--- src/design/disp_pkg.sv ---
`default_nettype none

package disp_pkg;

  // Square matrix, rows and columns alike.
  localparam int MATRIX_DIM = 8;
  localparam int PIXEL_COUNT = MATRIX_DIM * MATRIX_DIM;

  // Bit 2 is red, bit 1 green, bit 0 blue.
  // Listed so that a plain increment walks through all eight colors.
  typedef enum logic [2:0] {
    black   = 3'd0,
    blue    = 3'd1,
    green   = 3'd2,
    cyan    = 3'd3,
    red     = 3'd4,
    magenta = 3'd5,
    yellow  = 3'd6,
    white   = 3'd7
  } color_t;

endpackage

`default_nettype wire

--- src/design/ctrl_pkg.sv ---
`default_nettype none

package ctrl_pkg;

  // One editor command per cycle.
  typedef enum logic [1:0] {
    cmd_none   = 2'd0,
    cmd_up     = 2'd1,
    cmd_down   = 2'd2,
    cmd_select = 2'd3
  } cmd_t;

  // Debounce machine for a single button.
  typedef enum logic [1:0] {
    btn_idle   = 2'd0, // Released and stable.
    btn_settle = 2'd1, // Pressed, waiting for the level to hold.
    btn_held   = 2'd2  // Pressed and stable, waiting for release.
  } btn_state_t;

endpackage

`default_nettype wire

--- src/design/reset_conditioner.sv ---
`timescale 1ns/1ps
`default_nettype none

module reset_conditioner #(
  parameter int RESET_STAGES = 4
) (
  input  logic rcclk,
  input  logic rst_n,
  output logic sync_rst_n
);

  logic [RESET_STAGES-1:0] stage;

  // Set at once by the pin, then drained one stage per clock.
  always_ff @(posedge rcclk or negedge rst_n) begin
    if (!rst_n) begin
      stage <= '1;
    end else begin
      stage <= {stage[RESET_STAGES-2:0], 1'b0};
    end
  end

  assign sync_rst_n = ~stage[RESET_STAGES-1];

endmodule

`default_nettype wire

--- src/design/button_conditioner.sv ---
`timescale 1ns/1ps
`default_nettype none

module button_conditioner #(
  parameter int DEBOUNCE_CYCLES = 50000
) (
  input  logic rcclk,
  input  logic rst_n,
  input  logic button,
  output logic press
);

  localparam int CNT_W = $clog2(DEBOUNCE_CYCLES + 1);
  localparam logic [CNT_W-1:0] CNT_LAST = CNT_W'(DEBOUNCE_CYCLES - 1);

  logic [1:0] sync_q;
  logic btn_level;
  logic [CNT_W-1:0] cnt, cnt_next;
  ctrl_pkg::btn_state_t state, state_next;

  assign btn_level = sync_q[1];

  always_comb begin
    state_next = state;
    cnt_next = '0;
    case (state)
      ctrl_pkg::btn_idle: begin
        if (btn_level) state_next = ctrl_pkg::btn_settle;
      end
      ctrl_pkg::btn_settle: begin
        if (!btn_level) begin
          state_next = ctrl_pkg::btn_idle; // Bounce, start over.
        end else if (cnt == CNT_LAST) begin
          state_next = ctrl_pkg::btn_held;
        end else begin
          cnt_next = cnt + 1'b1;
        end
      end
      ctrl_pkg::btn_held: begin
        // Release must hold just as long before the button re-arms.
        if (!btn_level) begin
          if (cnt == CNT_LAST) state_next = ctrl_pkg::btn_idle;
          else cnt_next = cnt + 1'b1;
        end
      end
      default: state_next = ctrl_pkg::btn_idle;
    endcase
  end

  always_ff @(posedge rcclk or negedge rst_n) begin
    if (!rst_n) begin
      sync_q <= 2'b00;
      state <= ctrl_pkg::btn_idle;
      cnt <= '0;
      press <= 1'b0;
    end else begin
      sync_q <= {sync_q[0], button};
      state <= state_next;
      cnt <= cnt_next;
      press <= (state == ctrl_pkg::btn_settle) && (state_next == ctrl_pkg::btn_held);
    end
  end

endmodule

`default_nettype wire

--- src/design/pixel_editor.sv ---
`timescale 1ns/1ps
`default_nettype none

module pixel_editor (
  input  logic rcclk,
  input  logic rst_n,
  input  logic up_press,
  input  logic down_press,
  input  logic sel_press,
  input  logic [2:0] next_col,
  output logic [5:0] cursor,
  output logic [disp_pkg::MATRIX_DIM-1:0] col_red,
  output logic [disp_pkg::MATRIX_DIM-1:0] col_green,
  output logic [disp_pkg::MATRIX_DIM-1:0] col_blue
);

  ctrl_pkg::cmd_t cmd;
  disp_pkg::color_t frame [disp_pkg::PIXEL_COUNT];
  disp_pkg::color_t next_color;

  // Up beats down, down beats select.
  always_comb begin
    if (up_press) cmd = ctrl_pkg::cmd_up;
    else if (down_press) cmd = ctrl_pkg::cmd_down;
    else if (sel_press) cmd = ctrl_pkg::cmd_select;
    else cmd = ctrl_pkg::cmd_none;
  end

  assign next_color = disp_pkg::color_t'(frame[cursor] + 3'd1); // Wraps white to black.

  always_ff @(posedge rcclk or negedge rst_n) begin
    if (!rst_n) begin
      cursor <= 6'd0;
      for (int i = 0; i < disp_pkg::PIXEL_COUNT; i++) begin
        frame[i] <= disp_pkg::black;
      end
    end else begin
      case (cmd)
        ctrl_pkg::cmd_up:     cursor <= cursor + 6'd1;
        ctrl_pkg::cmd_down:   cursor <= cursor - 6'd1;
        ctrl_pkg::cmd_select: frame[cursor] <= next_color;
        default: ;
      endcase
    end
  end

  // Pixel index is row * 8 + column, so a column is every eighth entry.
  always_comb begin
    disp_pkg::color_t pix;
    pix = disp_pkg::black;
    for (int r = 0; r < disp_pkg::MATRIX_DIM; r++) begin
      pix = frame[r * disp_pkg::MATRIX_DIM + int'(next_col)];
      col_red[r] = pix[2];
      col_green[r] = pix[1];
      col_blue[r] = pix[0];
    end
  end

endmodule

`default_nettype wire

--- src/design/matrix_scanner.sv ---
`timescale 1ns/1ps
`default_nettype none

module matrix_scanner #(
  parameter int SCAN_DIV = 1024
) (
  input  logic rcclk,
  input  logic rst_n,
  output logic [2:0] next_col,
  input  logic [disp_pkg::MATRIX_DIM-1:0] col_red,
  input  logic [disp_pkg::MATRIX_DIM-1:0] col_green,
  input  logic [disp_pkg::MATRIX_DIM-1:0] col_blue,
  output logic [disp_pkg::MATRIX_DIM-1:0] d_c,
  output logic [disp_pkg::MATRIX_DIM-1:0] d_r,
  output logic [disp_pkg::MATRIX_DIM-1:0] d_g,
  output logic [disp_pkg::MATRIX_DIM-1:0] d_b
);

  localparam int DIV_W = $clog2(SCAN_DIV);
  localparam logic [DIV_W-1:0] DIV_LAST = DIV_W'(SCAN_DIV - 1);

  logic [DIV_W-1:0] div_cnt;
  logic div_wrap;
  logic [disp_pkg::MATRIX_DIM-1:0] col_onehot;

  assign div_wrap = (div_cnt == DIV_LAST);

  always_comb begin
    col_onehot = '0;
    col_onehot[next_col] = 1'b1;
  end

  always_ff @(posedge rcclk or negedge rst_n) begin
    if (!rst_n) begin
      div_cnt <= '0;
      next_col <= 3'd0;
      d_c <= '0; // Matrix dark until the first wrap.
      d_r <= '0;
      d_g <= '0;
      d_b <= '0;
    end else begin
      if (div_wrap) begin
        div_cnt <= '0;
      end else begin
        div_cnt <= div_cnt + 1'b1;
      end
      if (div_wrap) begin
        // Column enable and row data switch together.
        d_c <= col_onehot;
        d_r <= col_red;
        d_g <= col_green;
        d_b <= col_blue;
        next_col <= next_col + 3'd1;
      end
    end
  end

endmodule

`default_nettype wire

--- src/design/matrix_top.sv ---
`timescale 1ns/1ps
`default_nettype none

module matrix_top #(
  parameter int RESET_STAGES = 4,
  parameter int DEBOUNCE_CYCLES = 50000,
  parameter int SCAN_DIV = 1024
) (
  input  logic rcclk,
  input  logic rst_n,
  input  logic up_button,
  input  logic down_button,
  input  logic select_button,
  output logic [5:0] led,
  output logic [7:0] d_c,
  output logic [7:0] d_r,
  output logic [7:0] d_g,
  output logic [7:0] d_b
);

  logic sync_rst_n;
  logic up_press, down_press, sel_press;
  logic [2:0] next_col;
  logic [7:0] col_red, col_green, col_blue;

  reset_conditioner #(.RESET_STAGES(RESET_STAGES)) u_reset_cond (
    .rcclk(rcclk),
    .rst_n(rst_n),
    .sync_rst_n(sync_rst_n)
  );

  button_conditioner #(.DEBOUNCE_CYCLES(DEBOUNCE_CYCLES)) u_up_btn (
    .rcclk(rcclk),
    .rst_n(sync_rst_n),
    .button(up_button),
    .press(up_press)
  );

  button_conditioner #(.DEBOUNCE_CYCLES(DEBOUNCE_CYCLES)) u_down_btn (
    .rcclk(rcclk),
    .rst_n(sync_rst_n),
    .button(down_button),
    .press(down_press)
  );

  button_conditioner #(.DEBOUNCE_CYCLES(DEBOUNCE_CYCLES)) u_sel_btn (
    .rcclk(rcclk),
    .rst_n(sync_rst_n),
    .button(select_button),
    .press(sel_press)
  );

  // LEDs show the cursor index directly.
  pixel_editor u_editor (
    .rcclk(rcclk),
    .rst_n(sync_rst_n),
    .up_press(up_press),
    .down_press(down_press),
    .sel_press(sel_press),
    .next_col(next_col),
    .cursor(led),
    .col_red(col_red),
    .col_green(col_green),
    .col_blue(col_blue)
  );

  matrix_scanner #(.SCAN_DIV(SCAN_DIV)) u_scanner (
    .rcclk(rcclk),
    .rst_n(sync_rst_n),
    .next_col(next_col),
    .col_red(col_red),
    .col_green(col_green),
    .col_blue(col_blue),
    .d_c(d_c),
    .d_r(d_r),
    .d_g(d_g),
    .d_b(d_b)
  );

endmodule

`default_nettype wire

--- config.mk ---
export PLATFORM = sky130hd
export DESIGN_NAME = matrix_top
export DESIGN_NICKNAME = d
export VERILOG_FILES = /design/src/design/disp_pkg.sv /design/src/design/ctrl_pkg.sv /design/src/design/reset_conditioner.sv /design/src/design/button_conditioner.sv /design/src/design/pixel_editor.sv /design/src/design/matrix_scanner.sv /design/src/design/matrix_top.sv
export SDC_FILE = /design/constraint.sdc
export NUM_CORES = 1
export LEC_CHECK = 0
export ABC_AREA = 1
export BUFFER_PORTS_ARGS = -buffer_cell sky130_fd_sc_hd__buf_4
export CELL_PAD_IN_SITES_DETAIL_PLACEMENT = 1
export CELL_PAD_IN_SITES_GLOBAL_PLACEMENT = 2
export CORE_MARGIN = 3
export CORE_UTILIZATION = 40
export DETAILED_ROUTE_END_ITERATION = 10
export PLACE_DENSITY_LB_ADDON = 0.1
export SETUP_SLACK_MARGIN = 0.15
export SYNTH_ARGS = -nofsm -noshare
export SYNTH_HDL_FRONTEND = slang
export SYNTH_SLANG_ARGS = --single-unit
--- constraint.sdc ---
create_clock -name rcclk -period 20.3 [get_ports rcclk]
set_input_delay 3.045 -clock rcclk [delete_from_list [all_inputs] [get_ports rcclk]]
set_output_delay 3.045 -clock rcclk [all_outputs]
set_load 0.01 [all_outputs]
==> impl_metrics.tcl, run 1 <==
set metrics [dict create \
    layout-drive-gt1-share_pct 6.74 \
    worst_pin_slew_ns 1.05 \
    drcViolationCount 0 \
    synthCells 2288 \
    cp_top_family "simple AND/OR/NAND/NOR gates" \
    die_w_microns 210 \
    finalSetupViolations 0 \
    synth_seq_area_share_pct 46.4 \
    antenna_found_initial 3 \
    rows 74 \
    boundaryPins 43 \
    min_period_ns 5.06 \
    die_area_sq_um 44300 \
    critPathArrivalTime_ns 5.54 \
    maxCapViolations 0 \
    fin_area_sq_um 18800 \
    core_area_sq_um 41100 \
    rsz0062_at_grt "false" \
    grt_pass1_vias 16000 \
    crit_path_frequent_cell "nand2_1" \
    pre_cts_ws_ns 15.40 \
    worstSetupStartpointType "register" \
    r2r-start "u_editor.cursor[1]$_DFFE_PP0P_" \
    synthFlopType "dfrtp_1" \
    path_clk_slew_ns 0.06 \
    r2r_slack_ns 15.24 \
    vias_per_cell 5.54 \
    setup_ws_ns 15.24 \
    syn_nets 2318 \
    syn_area_sq_um 16700 \
    rr_endpoint "u_editor.frame[77]$_DFFE_PP0P_" \
    worstHoldPathType "register to register" \
    root_buffer "clkbuf_16" \
    async_flop_share_pct 100 \
    die_h_microns 210 \
    drt-total-wl_microns 60900 \
    slew_violations 0 \
    status "finished, final reports clean" \
    vias 15900 \
    start_util_pct 40.7 \
    hold_violations 0 \
    cts_buffers 39 \
    final.setup_skew_ns 0.0197 \
    ys_types 50 \
    fin_crit_sh_pct 24.9 \
    area_growth_pct 12.1 \
    cts_sinks 310 \
    power_density_nw_per_um2 74.1 \
    worstSetupPathType "register to register" \
    crit_buf_inv 5 \
    ir_drop_v 0.0000565 \
    place_congestion 0.926 \
    hold_start "u_sel_btn.sync_q[0]$_DFF_PP0_" \
    clk_latency_ns 0.56 \
    grt_max_degree 103 \
    htree_levels 2 \
    crit_slowest_cell "nor2_2" \
    portBuffers 42 \
    tritoncts "built" \
    placed_area_sq_um 17500 \
    cp.required_ns 20.78 \
    maxSlewHeadroom_pct 29.6 \
    avgRoutedWirePerCell_microns 21.3 \
    drtPass1Iterations 6 \
    grt_usage_pct 27.5 \
    post_cts_resized 0 \
    crit_chain "inv_1, nor2_2, nand2_1, inv_1, nand2_1, o21ai_0, inv_1, nand4_1, nand2_1, o21ai_0, nor2_1, nand2_1, ha_1, inv_1, nand3_2, buf_4, nand3_1, nand2_1" \
    fillers 5178 \
    ys_ff_latch 310 \
    post_cts_buffers 0 \
    fmax_ghz 0.198 \
    cts_buffer_depth 3 \
    fin_nets 2332 \
    ant_nets 0 \
    holdPathEnd "u_sel_btn.sync_q[1]$_DFF_PP0_" \
    hpwlAfterDp_microns 39700 \
    synth-warning-count 0 \
    tns_ns 0 \
    synth.avg_cell_area_sq_um 7.31 \
    whs_path_depth 0 \
    max_stage_delay_ns 0.78 \
    cts_hold_buffers 0 \
    ff2ff_path_depth 18 \
    drt_iter0_drc 974 \
    cp_max_fo 40 \
    overflow 0 \
    grt_pass1_wl_microns 94700 \
    leakage_nw 8.97 \
    setup.worst_path.end_class "register" \
    synth_edf_count 0 \
]
-- cell usage after synthesis, types with 9 or more instances --
cell type	count	area share, %
a31oi_1	9	0.34
ha_1	24	1.8
buf_4	22	0.99
o211ai_1	14	0.63
o22ai_1	17	0.64
nand4_1	14	0.52
inv_1	282	6.3
nand2_1	680	15
nand3_1	194	5.8
a21oi_1	83	2.5
or2_2	9	0.34
nor3_1	41	1.2
xor2_1	9	0.47
o21ai_0	218	6.5
nor2_1	204	4.6
clkbuf_1	43	0.97
a311oi_1	12	0.63
dfrtp_1	306	46
buf_2	23	0.69
-- per-layer routing --
| layer | vias to the layer above | GRT usage (%) | part of all wire, % |
|---|---|---|---|
| met1 | 7957 | 37.8 | 45 |
| li1 | 7377 | - | - |
| met2 | 403 | 44.2 | 45 |
| met5 | - | 0 | 0.021 |
| met3 | 133 | 3.81 | 5.0 |
| met4 | 2 | 11.5 | 4.3 |
-- through the flow --
step | total power [W] | util, % | instances | hold slack, ns
2_1_floorplan | 0.000679 | - | 2288 | 0.331
3_3_place_gp | 0.000692 | 42.5 | 2793 | 0.333
3_5_place_dp | 0.000695 | 42.5 | 2793 | 0.336
5_1_grt | 0.00144 | 45.6 | 2863 | 0.355
4_1_cts | 0.00141 | 45.6 | 2863 | 0.349
6_report | 0.00139 | 45.6 | 2864 | 0.346
-- cells in the final DEF, fill, tap and decap left out, drive strengths merged, types with 2 or more instances in the layout --
| cell type | netlist | routed |
|---|---|---|
| xor2 | 9 | 9 |
| clkbuf | 43 | 60 |
| or2 | 11 | 11 |
| clkinv | 4 | 12 |
| a22oi | 2 | 2 |
| nor4 | 4 | 4 |
| nor2 | 206 | 206 |
| a21boi | 2 | 2 |
| nand4 | 14 | 14 |
| o21ai | 225 | 225 |
| buf | 50 | 66 |
| nand2 | 682 | 682 |
| a311oi | 12 | 12 |
| a31oi | 9 | 9 |
| dfstp | 4 | 4 |
| dfrtp | 306 | 306 |
| nand3 | 195 | 195 |
| nor3b | 6 | 6 |
| o31ai | 4 | 4 |
| ha | 24 | 24 |
| o21a | 4 | 4 |
| inv | 285 | 284 |
| xnor2 | 7 | 7 |
| nor3 | 41 | 41 |
| o211ai | 14 | 14 |
| o22ai | 17 | 17 |
| and2 | 7 | 7 |
| a211oi | 5 | 5 |
| a21oi | 83 | 83 |
| bufinv | 0 | 2 |
| nand3b | 2 | 2 |
| o2111a | 3 | 3 |
-- flip-flops by register name (all words and copies together) (netlist names), 2 cells and up --
signal,flops
u_sel_btn.cnt,16
u_scanner.d_g,8
u_down_btn.sync_q,2
u_down_btn.state,2
u_up_btn.cnt,16
u_editor.cursor,6
u_scanner.div_cnt,10
u_up_btn.sync_q,2
u_up_btn.state,2
u_reset_cond.stage,4
u_scanner.next_col,3
u_sel_btn.sync_q,2
u_scanner.d_r,8
u_scanner.d_c,8
u_sel_btn.state,2
u_editor.frame,192
u_down_btn.cnt,16
u_scanner.d_b,8
-- cell type report --
class / count / area (sq um) / share of cell area (%)
Tap cell: 532 / 666 / 3.55
Multi-Input combinational cell: 1596 / 7430 / 39.6
Sequential cell: 310 / 7760 / 41.4
Timing Repair Buffer: 66 / 495 / 2.64
Inverter: 289 / 1090 / 5.83
Clock buffer: 60 / 1200 / 6.38
Antenna cell: 1 / 2.50 / 0.0133
Clock inverter: 10 / 103 / 0.547
-- how the worst max path moves through the flow --
stage                                    startpoint  depth (start not counted)                        endpoint
finish               u_editor.cursor[1]$_DFFE_PP0P_                         18  u_editor.frame[77]$_DFFE_PP0P_
global route         u_editor.cursor[1]$_DFFE_PP0P_                         18  u_editor.frame[74]$_DFFE_PP0P_
CTS                  u_editor.cursor[1]$_DFFE_PP0P_                         18  u_editor.frame[77]$_DFFE_PP0P_
detailed placement   u_editor.cursor[1]$_DFFE_PP0P_                         18  u_editor.frame[89]$_DFFE_PP0P_
global placement     u_editor.cursor[1]$_DFFE_PP0P_                         18  u_editor.frame[80]$_DFFE_PP0P_
floorplan           u_reset_cond.stage[3]$_DFF_PN1_                          1     u_down_btn.cnt[0]$_DFF_PP0_
-- worst register-to-register path, cell delays in order (launching register included) --
cell     delay [ns]
dfrtp_1        0.67
inv_1          0.55
nor2_2         0.78
nand2_1        0.32
inv_1          0.31
nand2_1        0.08
o21ai_0        0.08
inv_1          0.06
nand4_1        0.08
nand2_1        0.05
o21ai_0        0.13
nor2_1         0.08
nand2_1        0.08
ha_1           0.21
inv_1          0.07
nand3_2        0.47
buf_4          0.66
nand3_1        0.22
nand2_1        0.11
-- cell families (layout without fill, tap and decap cells) --
group | Yosys count | count (layout) | share of synthesized area (%)
and+or+nand+nor | 1169 | 1169 | 28.9
AOI/OAI and AO/OA | 385 | 385 | 12.7
buffers and inverters | 382 | 425 | 9.28
DFF | 310 | 310 | 46.4
adders and majority gates | 25 | 25 | 1.92
xor gates and xnor gates | 16 | 16 | 0.838
other | 1 | 2 | 0.0224
-- where the power goes --
part           internal (W)  leakage (nW)  switching [W]  total (W)
sequential         0.000624          4.29     0.00000413   0.000628
clock              0.000430         0.644       0.000277   0.000707
combinational     0.0000148          4.04      0.0000389  0.0000537
(Power assumes the default switching activity.)
==> inputs of run 2 (changes only) <==
--- a/config.mk
+++ b/config.mk
@@ -10,7 +10,7 @@
 export CELL_PAD_IN_SITES_DETAIL_PLACEMENT = 1
 export CELL_PAD_IN_SITES_GLOBAL_PLACEMENT = 2
 export CORE_MARGIN = 3
-export CORE_UTILIZATION = 40
+export CORE_UTILIZATION = 37
 export DETAILED_ROUTE_END_ITERATION = 10
 export PLACE_DENSITY_LB_ADDON = 0.1
 export SETUP_SLACK_MARGIN = 0.15
==> constraint.sdc (replaced) <==
create_clock -name rcclk -period 4.7 [get_ports rcclk]
set_input_delay 0.705 -clock rcclk [delete_from_list [all_inputs] [get_ports rcclk]]
set_output_delay 0.705 -clock rcclk [all_outputs]
set_load 0.01 [all_outputs]
==> run 2 against run 1 <==
Against the previous run: non-clock buffer count rose by 16; power grew to 4.3 times the previous value; sequential share of layout area decreased by 0.48 points; largest power group unchanged; hold slack worse by 0.25 ns; sequential power increased to 4.3 times the previous value; clock power grew to 4.2 times the previous value.
==> impl_metrics.tcl, run 2 (synthesis gave the netlist of run 1 again) <==
set metrics [dict create \
    tritoncts "built" \
    critPathArrivalTime_ns 4.28 \
    root_buffer "clkbuf_16" \
    rsz0062_at_grt "false" \
    final_common_cell "nand2_1" \
    cts_hold_buffers 0 \
    die_h_microns 219 \
    top_register "u_editor.frame" \
    layout-drive-gt1-share_pct 7.20 \
    multi_input_area_sq_um 7440 \
    ir_drop_v 0.000307 \
    cts_buffer_depth 3 \
    vias 15600 \
    drcViolationCount 0 \
    post_cts_buffers 0 \
    crit_start "u_editor.cursor[2]$_DFFE_PP0P_" \
    ff2ff_path_depth 16 \
    grt.busiest_layer "met2" \
    worstSetupPathType "register to register" \
    setup.worst_path.end_class "register" \
    area_growth_pct 13.5 \
    portBuffers 42 \
    ant_nets 0 \
    clk_latency_ns 0.56 \
    cp.required_ns 5.16 \
    drtPass1Iterations 5 \
    worstSetupStartpointType "register" \
    cts_buffers 40 \
    crit_chain "nand2_1, inv_2, nand2_2, inv_2, nand2_1, nand2_1, nor2_1, nand2_1, nand2_1, nand2_1, nor2_4, nand2_1, ha_1, buf_4, nand2_1, o21ai_0" \
    grt_util_met1_pct 35.0 \
    layout_common_cells "nand2_1, dfrtp_1, inv_1" \
    fin_crit_sh_pct 81.3 \
    path_clk_slew_ns 0.06 \
    crit_slowest_cell "dfrtp_1" \
    register_area_sq_um 7760 \
    max_stage_delay_ns 0.74 \
    endpoint "u_editor.frame[157]$_DFFE_PP0P_" \
    min_period_ns 3.82 \
    r2r-start "u_editor.cursor[2]$_DFFE_PP0P_" \
    largest_reg_flops 192 \
    post_cts_resized 0 \
    boundaryPins 43 \
    fin_nets 2349 \
    hold_violations 0 \
    grt_util_met2_pct 42.1 \
    worst_pin_slew_ns 1.12 \
    place_congestion 0.852 \
    power_density_nw_per_um2 313 \
    grt_max_degree 101 \
    status "finished, final reports clean" \
    finalNonFillerCells 2940 \
    grt_pass1_wl_microns 95700 \
    final.setup_skew_ns 0.0216 \
    finalSetupViolations 0 \
    cp_max_fo 23 \
    antenna_found_initial 4 \
    core_area_sq_um 44400 \
    fmax_ghz 0.262 \
    gr-usage-met3_pct 4.70 \
    hpwlAfterDp_microns 40600 \
    avgRoutedWirePerCell_microns 20.8 \
    overflow 0 \
    leakage_nw 9.04 \
    die_w_microns 219 \
    grt_usage_pct 26.0 \
    rr_endpoint "u_editor.frame[157]$_DFFE_PP0P_" \
    fillers 5593 \
    maxSlewHeadroom_pct 25.1 \
    worstHoldPathType "primary input to async pin" \
    dpl.cell_count 2869 \
    cts_sinks 310 \
    rows 77 \
    crit_path_frequent_cell "nand2_1" \
    start_util_pct 37.7 \
    tns_ns 0 \
    grt_pass1_vias 16200 \
    drt_iter0_drc 920 \
    maxCapViolations 0 \
    vias_per_cell 5.31 \
    drt-total-wl_microns 61200 \
    die_area_sq_um 47800 \
    slew_violations 0 \
    htree_levels 2 \
    r2r_slack_ns 0.88 \
]
run 2: metal layers:
| layer | vias up | wire length (microns) | part of all wire, % |
|---|---|---|---|
| met5 | - | 13 | 0.021 |
| met3 | 124 | 3570 | 5.8 |
| met1 | 7717 | 27700 | 45 |
| met4 | 2 | 2130 | 3.5 |
| li1 | 7398 | - | - |
| met2 | 381 | 27700 | 45 |
run 2: where the power goes:
part	internal, W	leakage, nW	switching (W)
clock network	0.00179	0.620	0.00121
registers	0.00270	4.29	0.0000177
logic	0.0000667	4.14	0.000169
total	0.00455	9.04	0.00139
run 2: layout make-up:
class | instances | share of cell area [%]
Antenna cell | 1 | 0.0132
Sequential cell | 310 | 40.9
Inverter | 289 | 5.74
Tap cell | 592 | 3.90
Clock buffer | 59 | 6.03
Clock inverter | 11 | 0.554
Timing Repair Buffer | 82 | 3.64
Multi-Input combinational cell | 1596 | 39.2
run 2: how the worst min path moves through the flow:
stage / depth (start not counted) / to / slack [ns] / startpoint
after floorplan: 0 / u_down_btn.sync_q[1]$_DFF_PP0_ / 0.33 / u_down_btn.sync_q[0]$_DFF_PP0_
after global placement: 1 / u_editor.frame[9]$_DFFE_PP0P_ / 0.22 / u_reset_cond.stage[3]$_DFF_PN1_
after detailed placement: 1 / u_editor.frame[11]$_DFFE_PP0P_ / 0.22 / u_reset_cond.stage[3]$_DFF_PN1_
after CTS: 1 / u_reset_cond.stage[1]$_DFF_PN1_ / 0.07 / rst_n
after global routing: 1 / u_reset_cond.stage[1]$_DFF_PN1_ / 0.09 / rst_n
final: 1 / u_reset_cond.stage[0]$_DFF_PN1_ / 0.1 / rst_n
run 2: metrics by stage:
stage | hold WS (ns) | util (%) | worst slack, ns | power (W) | area [sq um]
2_1_floorplan | 0.331 | - | 0.258 | 0.00293 | 16700
3_3_place_gp | 0.218 | 39.9 | 1.04 | 0.00299 | 17700
3_5_place_dp | 0.216 | 39.9 | 0.982 | 0.00301 | 17700
4_1_cts | 0.0713 | 42.7 | 0.952 | 0.00604 | 19000
5_1_grt | 0.0897 | 42.7 | 0.628 | 0.00619 | 19000
6_report | 0.0988 | 42.7 | 0.880 | 0.00594 | 19000
run 2: worst max-delay path: cells and delay by family, from the launching register on:
kind	cells	cell delay (ns)
adder cells (fa/ha/maj)	1	0.64
buffers and inverters	3	1.03
AND/OR/NAND/NOR	11	1.19
AO/OA/AOI/OAI	1	0.11
flip-flops	1	0.74
